<file path="src/logic/mem_pkg.sv">
`default_nettype none

package mem_pkg;

    // line and beat geometry
    localparam int LINE_BITS   = 256;
    localparam int BEAT_BITS   = 64;
    localparam int BEATS       = LINE_BITS / BEAT_BITS;  // 4 beats per line
    localparam int CNT_BITS    = $clog2(BEATS);
    localparam int OFFSET_BITS = 5;                      // word index is addr[4:2]

    typedef logic [LINE_BITS-1:0] line_t;
    typedef logic [BEAT_BITS-1:0] beat_t;

    typedef struct packed {
        logic [31:0] addr;
    } imem_req_t;

    typedef struct packed {
        logic [31:0] addr;
        logic        write;
        logic [31:0] wdata;
        logic [3:0]  wmask;   // one bit per byte of wdata
    } dmem_req_t;

    // towards the burst memory
    typedef struct packed {
        logic [31:0] addr;    // line aligned
        logic        read;
        logic        write;
        beat_t       wdata;
    } bmem_out_t;

    typedef struct packed {
        beat_t rdata;
        logic  resp;
    } bmem_in_t;

endpackage : mem_pkg

`default_nettype wire

</file>
<file path="src/logic/burst_adaptor.sv">
`timescale 1ns/10ps
`default_nettype none

module burst_adaptor (
    input  wire logic               clk,
    input  wire logic               rst,
    input  wire logic               line_read_i,
    input  wire logic               line_write_i,
    input  wire logic        [31:0] addr_i,
    input  wire mem_pkg::line_t     line_i,
    output mem_pkg::line_t          line_o,
    output logic                    line_done_o,
    output mem_pkg::bmem_out_t      bmem_o,
    input  wire mem_pkg::bmem_in_t  bmem_i
);

    import mem_pkg::*;

    logic [CNT_BITS-1:0]            cnt_q;     // beat counter
    logic [LINE_BITS-BEAT_BITS-1:0] shift_q;   // first three read beats
    logic                           active;
    logic                           last_beat;

    assign active    = line_read_i || line_write_i;
    assign last_beat = cnt_q == CNT_BITS'(BEATS - 1);

    always_ff @(posedge clk) begin
        if (rst) begin
            cnt_q <= '0;
        end else if (active && bmem_i.resp) begin
            cnt_q <= cnt_q + 1'b1;   // wraps to 0 after the last beat
        end
    end

    // lowest beat enters at the top and shifts down
    always_ff @(posedge clk) begin
        if (line_read_i && bmem_i.resp) begin
            shift_q <= {bmem_i.rdata, shift_q[LINE_BITS-BEAT_BITS-1:BEAT_BITS]};
        end
    end

    // full line is valid in the cycle of the last beat
    assign line_o      = {bmem_i.rdata, shift_q};
    assign line_done_o = active && bmem_i.resp && last_beat;

    always_comb begin
        bmem_o.addr  = addr_i;
        bmem_o.read  = line_read_i;
        bmem_o.write = line_write_i;
        bmem_o.wdata = line_i[cnt_q*BEAT_BITS +: BEAT_BITS];   // current write beat
    end

endmodule : burst_adaptor

`default_nettype wire

</file>
<file path="src/logic/mem_ctrl.sv">
`timescale 1ns/10ps
`default_nettype none

module mem_ctrl (
    input  wire logic clk,
    input  wire logic rst,
    input  wire logic imem_pending_i,
    input  wire logic dmem_pending_i,
    input  wire logic dmem_write_i,
    input  wire logic line_done_i,
    output logic      line_read_o,
    output logic      line_write_o,
    output logic      sel_dmem_o,
    output logic      imem_done_o,
    output logic      dmem_done_o
);

    typedef enum logic [1:0] {
        ST_IDLE,
        ST_READ,
        ST_WRITE,
        ST_RESP
    } state_t;

    state_t state_q;
    state_t state_d;
    logic   sel_dmem_q;
    logic   sel_dmem_d;

    always_comb begin
        state_d    = state_q;
        sel_dmem_d = sel_dmem_q;
        case (state_q)
            ST_IDLE: begin
                if (dmem_pending_i) begin        // data port wins
                    sel_dmem_d = 1'b1;
                    state_d    = ST_READ;
                end else if (imem_pending_i) begin
                    sel_dmem_d = 1'b0;
                    state_d    = ST_READ;
                end
            end
            ST_READ: begin
                if (line_done_i) begin
                    // stores write the merged line back
                    if (sel_dmem_q && dmem_write_i) begin
                        state_d = ST_WRITE;
                    end else begin
                        state_d = ST_RESP;
                    end
                end
            end
            ST_WRITE: begin
                if (line_done_i) begin
                    state_d = ST_RESP;
                end
            end
            ST_RESP: begin
                state_d = ST_IDLE;
            end
            default: begin
                state_d = ST_IDLE;
            end
        endcase
    end

    always_ff @(posedge clk) begin
        if (rst) begin
            state_q    <= ST_IDLE;
            sel_dmem_q <= 1'b0;
        end else begin
            state_q    <= state_d;
            sel_dmem_q <= sel_dmem_d;
        end
    end

    assign line_read_o  = state_q == ST_READ;
    assign line_write_o = state_q == ST_WRITE;
    assign sel_dmem_o   = sel_dmem_q;
    assign imem_done_o  = (state_q == ST_RESP) && !sel_dmem_q;   // one cycle pulse
    assign dmem_done_o  = (state_q == ST_RESP) && sel_dmem_q;

endmodule : mem_ctrl

`default_nettype wire

</file>
<file path="src/logic/mem_hier.sv">
`timescale 1ns/10ps
`default_nettype none

module mem_hier (
    input  wire logic               clk,
    input  wire logic               rst,
    input  wire logic               imem_read_i,
    input  wire mem_pkg::imem_req_t imem_req_i,
    output logic             [31:0] imem_rdata_o,
    output logic                    imem_resp_o,
    input  wire logic               dmem_read_i,
    input  wire logic               dmem_write_i,
    input  wire mem_pkg::dmem_req_t dmem_req_i,
    output logic             [31:0] dmem_rdata_o,
    output logic                    dmem_resp_o,
    output mem_pkg::bmem_out_t      bmem_o,
    input  wire mem_pkg::bmem_in_t  bmem_i
);

    import mem_pkg::*;

    imem_req_t   imem_held;
    dmem_req_t   dmem_in;
    dmem_req_t   dmem_held;
    logic        imem_pending;
    logic        dmem_pending;
    logic        imem_done;
    logic        dmem_done;
    logic        line_read;
    logic        line_write;
    logic        line_done;
    logic        sel_dmem;
    logic [31:0] line_addr;
    line_t       rd_line;
    line_t       line_q;     // last line read from memory
    line_t       merged;

    always_comb begin
        dmem_in       = dmem_req_i;
        dmem_in.write = dmem_write_i;   // port strobe sets the op
    end

    req_hold #(.req_t(imem_req_t)) i_imem_hold (
        .clk, .rst,
        .valid_i   (imem_read_i),
        .req_i     (imem_req_i),
        .done_i    (imem_done),
        .pending_o (imem_pending),
        .req_o     (imem_held)
    );

    req_hold #(.req_t(dmem_req_t)) i_dmem_hold (
        .clk, .rst,
        .valid_i   (dmem_read_i || dmem_write_i),
        .req_i     (dmem_in),
        .done_i    (dmem_done),
        .pending_o (dmem_pending),
        .req_o     (dmem_held)
    );

    // line address of the chosen client
    assign line_addr = sel_dmem ? {dmem_held.addr[31:OFFSET_BITS], {OFFSET_BITS{1'b0}}}
                                : {imem_held.addr[31:OFFSET_BITS], {OFFSET_BITS{1'b0}}};

    always_ff @(posedge clk) begin
        if (line_read && line_done) begin
            line_q <= rd_line;
        end
    end

    word_lane i_word_lane (
        .imem_addr_i (imem_held.addr),
        .line_i      (line_q),
        .req_i       (dmem_held),
        .imem_word_o (imem_rdata_o),
        .dmem_word_o (dmem_rdata_o),
        .merged_o    (merged)
    );

    mem_ctrl i_mem_ctrl (
        .clk, .rst,
        .imem_pending_i (imem_pending),
        .dmem_pending_i (dmem_pending),
        .dmem_write_i   (dmem_held.write),
        .line_done_i    (line_done),
        .line_read_o    (line_read),
        .line_write_o   (line_write),
        .sel_dmem_o     (sel_dmem),
        .imem_done_o    (imem_done),
        .dmem_done_o    (dmem_done)
    );

    burst_adaptor i_burst_adaptor (
        .clk, .rst,
        .line_read_i  (line_read),
        .line_write_i (line_write),
        .addr_i       (line_addr),
        .line_i       (merged),
        .line_o       (rd_line),
        .line_done_o  (line_done),
        .bmem_o       (bmem_o),
        .bmem_i       (bmem_i)
    );

    assign imem_resp_o = imem_done;
    assign dmem_resp_o = dmem_done;

endmodule : mem_hier

`default_nettype wire

</file>
<file path="src/logic/req_hold.sv">
`timescale 1ns/10ps
`default_nettype none

module req_hold #(
    parameter type req_t = logic [31:0]
) (
    input  wire logic clk,
    input  wire logic rst,
    input  wire logic valid_i,
    input  wire req_t req_i,
    input  wire logic done_i,
    output logic      pending_o,
    output req_t      req_o
);

    logic pending_q;
    logic done_q;   // blocks capture right after a completion
    logic take;
    req_t req_q;

    assign take = valid_i && !pending_q && !done_q;

    always_ff @(posedge clk) begin
        if (rst) begin
            pending_q <= 1'b0;
            done_q    <= 1'b0;
        end else begin
            done_q <= done_i;
            if (done_i) begin
                pending_q <= 1'b0;   // valid_i ignored this cycle
            end else if (take) begin
                pending_q <= 1'b1;
            end
        end
    end

    always_ff @(posedge clk) begin
        if (take) begin
            req_q <= req_i;
        end
    end

    assign pending_o = pending_q;
    assign req_o     = req_q;

endmodule : req_hold

`default_nettype wire

</file>
<file path="src/logic/word_lane.sv">
`timescale 1ns/10ps
`default_nettype none

module word_lane (
    input  wire logic              [31:0] imem_addr_i,
    input  wire mem_pkg::line_t           line_i,
    input  wire mem_pkg::dmem_req_t       req_i,
    output logic                   [31:0] imem_word_o,
    output logic                   [31:0] dmem_word_o,
    output mem_pkg::line_t                merged_o
);

    import mem_pkg::*;

    logic [OFFSET_BITS-3:0] imem_idx;
    logic [OFFSET_BITS-3:0] dmem_idx;

    assign imem_idx = imem_addr_i[OFFSET_BITS-1:2];
    assign dmem_idx = req_i.addr[OFFSET_BITS-1:2];

    // word select for both clients
    assign imem_word_o = line_i[imem_idx*32 +: 32];
    assign dmem_word_o = line_i[dmem_idx*32 +: 32];

    // byte merge of the store word into the line
    always_comb begin
        merged_o = line_i;
        for (int b = 0; b < 4; b++) begin
            if (req_i.wmask[b]) begin
                merged_o[dmem_idx*32 + b*8 +: 8] = req_i.wdata[b*8 +: 8];
            end
        end
    end

endmodule : word_lane

`default_nettype wire

</file>
<file path="config.mk">
export PLATFORM = sky130hd
export DESIGN_NAME = mem_hier
export DESIGN_NICKNAME = d
export VERILOG_FILES = /design/src/logic/mem_pkg.sv /design/src/logic/burst_adaptor.sv /design/src/logic/mem_ctrl.sv /design/src/logic/mem_hier.sv /design/src/logic/req_hold.sv /design/src/logic/word_lane.sv
export SDC_FILE = /design/constraint.sdc
export NUM_CORES = 1
export LEC_CHECK = 0
export BUFFER_PORTS_ARGS = -buffer_cell sky130_fd_sc_hd__buf_2
export CAP_MARGIN = 20
export CORE_MARGIN = 1.5
export CORE_UTILIZATION = 58
export CTS_CLUSTER_SIZE = 40
export DETAILED_ROUTE_END_ITERATION = 7
export PLACE_DENSITY = 0.88
export SETUP_SLACK_MARGIN = 0.02
export SYNTH_ARGS = -nofsm -noshare
export SYNTH_HDL_FRONTEND = slang
export SYNTH_SLANG_ARGS = --single-unit
</file>
<file path="constraint.sdc">
create_clock -name clk -period 11.5 [get_ports clk]
set_clock_uncertainty 0.05 [all_clocks]
set_input_delay 3.45 -clock clk [delete_from_list [all_inputs] [get_ports clk]]
set_output_delay 3.45 -clock clk [all_outputs]
set_load 0.02 [all_outputs]
</file>
# Word level (Yosys, flattened, before mapping)
# Index checks and enable logic that the tools add are counted.
[word_totals]
output_inout_bits = 164
inputBits = 171
wordCells = 81
register_bits = 558
[op_classes]
n_reduce_logical = 24
shift = 11
eq_ne = 7
add_sub_neg = 8
n_mux = 17
[op_table]
columns = ["cell", "count"]
rows = [
  ["$bwmux 256", 4],
  ["$mux 256", 4],
  ["$shift 8x34->256 const A", 4],
  ["$shiftx 8x34->256", 4],
  ["$shiftx 256x9->32", 2],
  ["$shiftx 256x9->64", 1],
  ["$neg 32->34", 3],
  ["$neg 8->34", 1],
  ["$mux 32", 1],
  ["$add 8x5->9 const B", 2],
  ["$logic_and 1x1->1", 11],
  ["$add 8x4->9 const B", 1],
  ["$mux 2", 4],
  ["$pmux 2 s4", 1],
  ["$eq 2x2->1 const B", 3],
  ["$logic_not 1->1", 5],
  ["$ne 2x2->1 const B", 2],
  ["$reduce_or 2->1", 2],
  ["$mux 1", 3],
  ["$ne 3x3->1 const B", 1],
  ["$reduce_and 3->1", 1],
  ["$add 2x1->2 const B", 1],
  ["$eq 2x1->1 const B", 1],
  ["$logic_not 2->1", 1],
  ["3 further kinds", 4],
]

# Longest topological paths before layout
[logic_depth]
depth_word = 11
mapped_depth = 12
mapped_depth_nobuf = 8

# Hierarchy
# Synthesis repeated with hierarchy kept, for this count alone.
[unflattened]
hier_cells = 1785
hier_area_um2 = 27122.3
[modules_own_cells]
columns = ["module", "n_inst", "seq_area_each_um2", "area_each_um2", "cells_per_inst"]
rows = [
  ["burst_adaptor", 1, 5805.6, 8164.1, 380],
  ["mem_hier", 1, 7687.4, 8134.1, 289],
  ["word_lane", 1, 0.0, 7399.6, 975],
  ["req_hold (i_dmem_hold)", 1, 2112.0, 2152.1, 76],
  ["req_hold (i_imem_hold)", 1, 1001.0, 1041.0, 39],
  ["mem_ctrl", 1, 60.1, 231.5, 26],
]

# Worst setup path after synthesis
# OpenSTA, ideal clock, no wires.
[synth_path]
path_type = "input -> register"
startpoint = "input port bmem_i[0] (netlist name)"
endpoint = "register line_q[0] (enable)"
required_ns = 10.807
stages = 1
setup_ns = 0.643
arrival_time_ns = 9.240
n_path_buf = 0
path_slack_ns = 1.567
cell_sequence = "and4_1"
[synth_via]
elab_chain_cells = 3
[synth_rtl]
columns = ["element", "line", "source"]
rows = [
  ["from (decl)", "mem_hier.sv:17", "input wire mem_pkg::bmem_in_t bmem_i"],
  ["$logic_and 1x1->1 (2 in series)", "burst_adaptor.sv:44", "assign line_done_o = active && bmem_i.resp && last_beat;"],
  ["$logic_and 1x1->1", "mem_hier.sv:66", "if (line_read && line_done) begin"],
  ["to (signal assigned)", "mem_hier.sv:67", "line_q <= rd_line;"],
  ["to (decl)", "mem_hier.sv:35", "line_t line_q;"],
]
# No other way between the ends.
# A chain may end at the register's enable or synchronous reset.

==> flow_summary_export.csv <==
group,metric,value,unit
power,powerDensity,182.3,nW/um^2
route,vias_per_cell,6.844,
grt,grt_pass1_vias,18400,
yosys,ys_seq_area_share,63.35,%
cells_and_area,syn2layout_area_growth,13.99,%
clocking,clkTransAtPathRegs,60,ps
timing,worst_slack,3176,ps
status,status,"completed",
worst_setup_path,cp_num_buf_inv,3,
timing,period_share,72.38,%
grt,antenna_found_initial,3,
worst_setup_path,slowest_delay,730,ps
clocking,cts_buffer_depth,3,
timing,maxSlewViolCount,0,
die,die_area,46320,um^2
grt,grtUsageMet1,40.66,%
worst_hold_path,hold_class,"reg -> reg",
route,postRouteAntennaNets,0,
die,fp.dieH,215.2,um
die,row_count,77,
placed_design,portBuffers,324,
clocking,cts.repair.resized,0,
route,wl,72040,um
timing,fmax,0.1201,GHz
power,p_leak,10.66,nW
clocking,root_buffer,"clkbuf_16",
grt,grt_pass1_wl,107800,um
route,drt-wirelength-per-cell,26.79,um
placed_design,place.gp.congestion,0.8779,
yosys,synth_seq_cells,554,
route,drtPass1Iterations,6,
timing,finalSetupViolations,0,
grt,grtUsageTotal,30.66,%
timing,relSlewSlack,25.06,%
worst_setup_path,worst_path_dominant_cell_family,"buffers and inverters",
yosys,ys_async_sr_fraction,0,%
grt,gr-total-overflow,0,
route,drt_iter0_markers,2858,
clocking,insertion_delay,620,ps
yosys,syn_area,26120,um^2
timing,rsz0062_at_grt,"false",
clocking,clock-sinks,554,
grt,gr-usage-met2,48.02,%
route,vias,18400,
worst_setup_path,path_cells,"buf_4, inv_2, ha_1, ha_1, nor2b_1, nand4b_1, mux2i_1, o22a_1, o221ai_1, buf_2",
die,initial_core_util,58.94,%
grt,grt.busiest_layer,"met2",
die,io_pins,335,
yosys,yosysWarnings,0,
yosys,avgSynthCellArea,14.67,um^2
worst_setup_path,critical_path.slowest_cell,"buf_4",
yosys,synth.distinct_cells,55,
route,drcViolationCount,0,
yosys,syn_inst,1780,
timing,finalHoldViolCount,0,
die,die_w,215.2,um
cells_and_area,drive_above_1_share,30.55,%
timing,finalSetupTns,0,ps
worst_setup_path,worstSetupEndpointType,"output port",
worst_setup_path,crit_required,8000,ps
placed_design,place_ws,3844,ps
power,vdd_drop_max,144.2,uV
worst_setup_path,arrival,4820,ps
grt,grt_max_degree,108,
clocking,htreeDepth,2,
clocking,cts_tree,"yes",
worst_setup_path,cp-start-kind,"flop",
yosys,ys.flop_type,"edfxtp_1",
yosys,synth-edff-count,545,
job,cap_violations,0,
timing,worst_slew_pin_slew,1124,ps
cells_and_area,fillers,3005,
worst_setup_path,crit_path_frequent_cell,"ha_1",
worst_setup_path,path_max_fanout,48,
grt,use_met3,6.653,%
placed_design,dp_hpwl,44840,um
die,core_area,44320,um^2
timing,fin_crit,8324,ps
clocking,cts_buffers,56,
clocking,cts-hold-fix-buffers,0,
cells_and_area,nets,2237,
clocking,post_cts_buffers,0,
worst_setup_path,worst-setup-path-type,"reg -> out",
## cell families (layout without fill, tap and decap cells)
family | after synthesis | after routing | share of synthesized area, %
flops | 554 | 554 | 63.35
simple gates | 537 | 537 | 9.758
compound gates | 307 | 307 | 9.025
mux | 212 | 212 | 14.54
buf+inv | 155 | 466 | 2.663
fa+ha+maj | 13 | 13 | 0.6227
other cells | 1 | 7 | 0.01436
xor+xnor | 1 | 1 | 0.03354
## routing by layer
| layer | up-vias | routed length [um] | share of wire, % |
|---|---|---|---|
| met2 | 1471 | 34160 | 47 |
| met3 | 340 | 8165 | 11 |
| met1 | 8926 | 25940 | 36 |
| li1 | 7666 | - | - |
| met5 | - | 0 | 0 |
| met4 | 0 | 3772 | 5.2 |
## cells in the final DEF (no fill, tap or decap), types with 27 or more instances in the layout
| master | n |
|---|---|
| mux4_2 | 128 |
| buf_2 | 325 |
| o211ai_1 | 39 |
| nand2_1 | 303 |
| and3_1 | 32 |
| a311oi_1 | 33 |
| mux2_2 | 59 |
| a31oi_1 | 32 |
| buf_4 | 27 |
| a211oi_1 | 82 |
| nor2_1 | 49 |
| edfxtp_1 | 545 |
| nand3_1 | 59 |
| clkbuf_16 | 57 |
## sequential cells by signal, summed over array words and instances, names as in the netlist
| signal | flops |
|---|---|
| i_dmem_hold.done_q | 1 |
| i_mem_ctrl.state_q | 2 |
| i_imem_hold.req_o | 30 |
| i_dmem_hold.pending_o | 1 |
| i_dmem_hold.req_o | 67 |
| i_burst_adaptor.cnt_q | 2 |
| i_imem_hold.pending_o | 1 |
| i_imem_hold.done_q | 1 |
| i_mem_ctrl.sel_dmem_o | 1 |
| i_burst_adaptor.shift_q | 192 |
| line_q | 256 |
## cell usage after synthesis, drive strengths merged, types with 16 or more instances
cell | instances | share of area [%]
edfxtp | 545 | 63
nand2 | 303 | 4.4
mux4 | 128 | 11
a211oi | 82 | 2.4
buf | 77 | 1.5
clkbuf | 64 | 0.92
nand3 | 61 | 1.2
mux2 | 59 | 2.5
nor2 | 53 | 0.86
o211ai | 39 | 1.1
a311oi | 33 | 1.1
a31oi | 32 | 0.77
and3 | 32 | 0.77
a21o | 25 | 0.72
a221oi | 25 | 0.84
mux2i | 25 | 0.96
and4 | 18 | 0.60
nor4 | 17 | 0.43
nor2b | 16 | 0.38
o21ai | 16 | 0.31
## power by group
part / switching [mW] / total [mW] / internal [mW]
Sequential: 0.105 / 2.54 / 2.44
Clock: 0.753 / 1.70 / 0.945
Combinational: 0.793 / 1.19 / 0.393
## worst paths after layout
path / depth (start not counted) / slack [ps] / to / from
worst min-delay path: 0 / 360 / line_q[6]$_DFFE_PP_ / i_burst_adaptor.shift_q[6]$_DFFE_PP_
worst min register to register: 0 / 360 / line_q[6]$_DFFE_PP_ / i_burst_adaptor.shift_q[6]$_DFFE_PP_
worst max register to register: 5 / 7010 / line_q[185]$_DFFE_PP_ / i_burst_adaptor.cnt_q[0]$_SDFFE_PP0P_
worst max-delay path: 10 / 3180 / bmem_o[5] / i_dmem_hold.req_o[39]$_DFFE_PP_
## through the flow
step | utilization [%] | area (um^2) | hold slack, ps | std cells | power, mW
floorplan | - | 26140 | 350.3 | 1784 | 3.345
global placement | 63.37 | 28090 | 350.8 | 2586 | 3.701
detailed placement | 63.39 | 28090 | 354.5 | 2587 | 3.745
CTS | 67.17 | 29770 | 364.0 | 2687 | 5.427
global route | 67.18 | 29770 | 370.6 | 2689 | 5.592
finish | 67.18 | 29770 | 360.8 | 2689 | 5.428
## area by class of cell
| cell class | instances | area, um^2 | share of cell area [%] |
|---|---|---|---|
| diodes | 2 | 5.005 | 0.01681 |
| clock buffers | 66 | 1460 | 4.904 |
| clock inverters | 34 | 217.7 | 0.7312 |
| inverters | 14 | 52.55 | 0.1765 |
| multi-input cells | 1075 | 8915 | 29.94 |
| flip-flops and latches | 554 | 16550 | 55.60 |
| well taps | 592 | 740.7 | 2.488 |
| repair buffers | 352 | 1829 | 6.144 |
No activity file was read; power rests on OpenSTA's default activity.
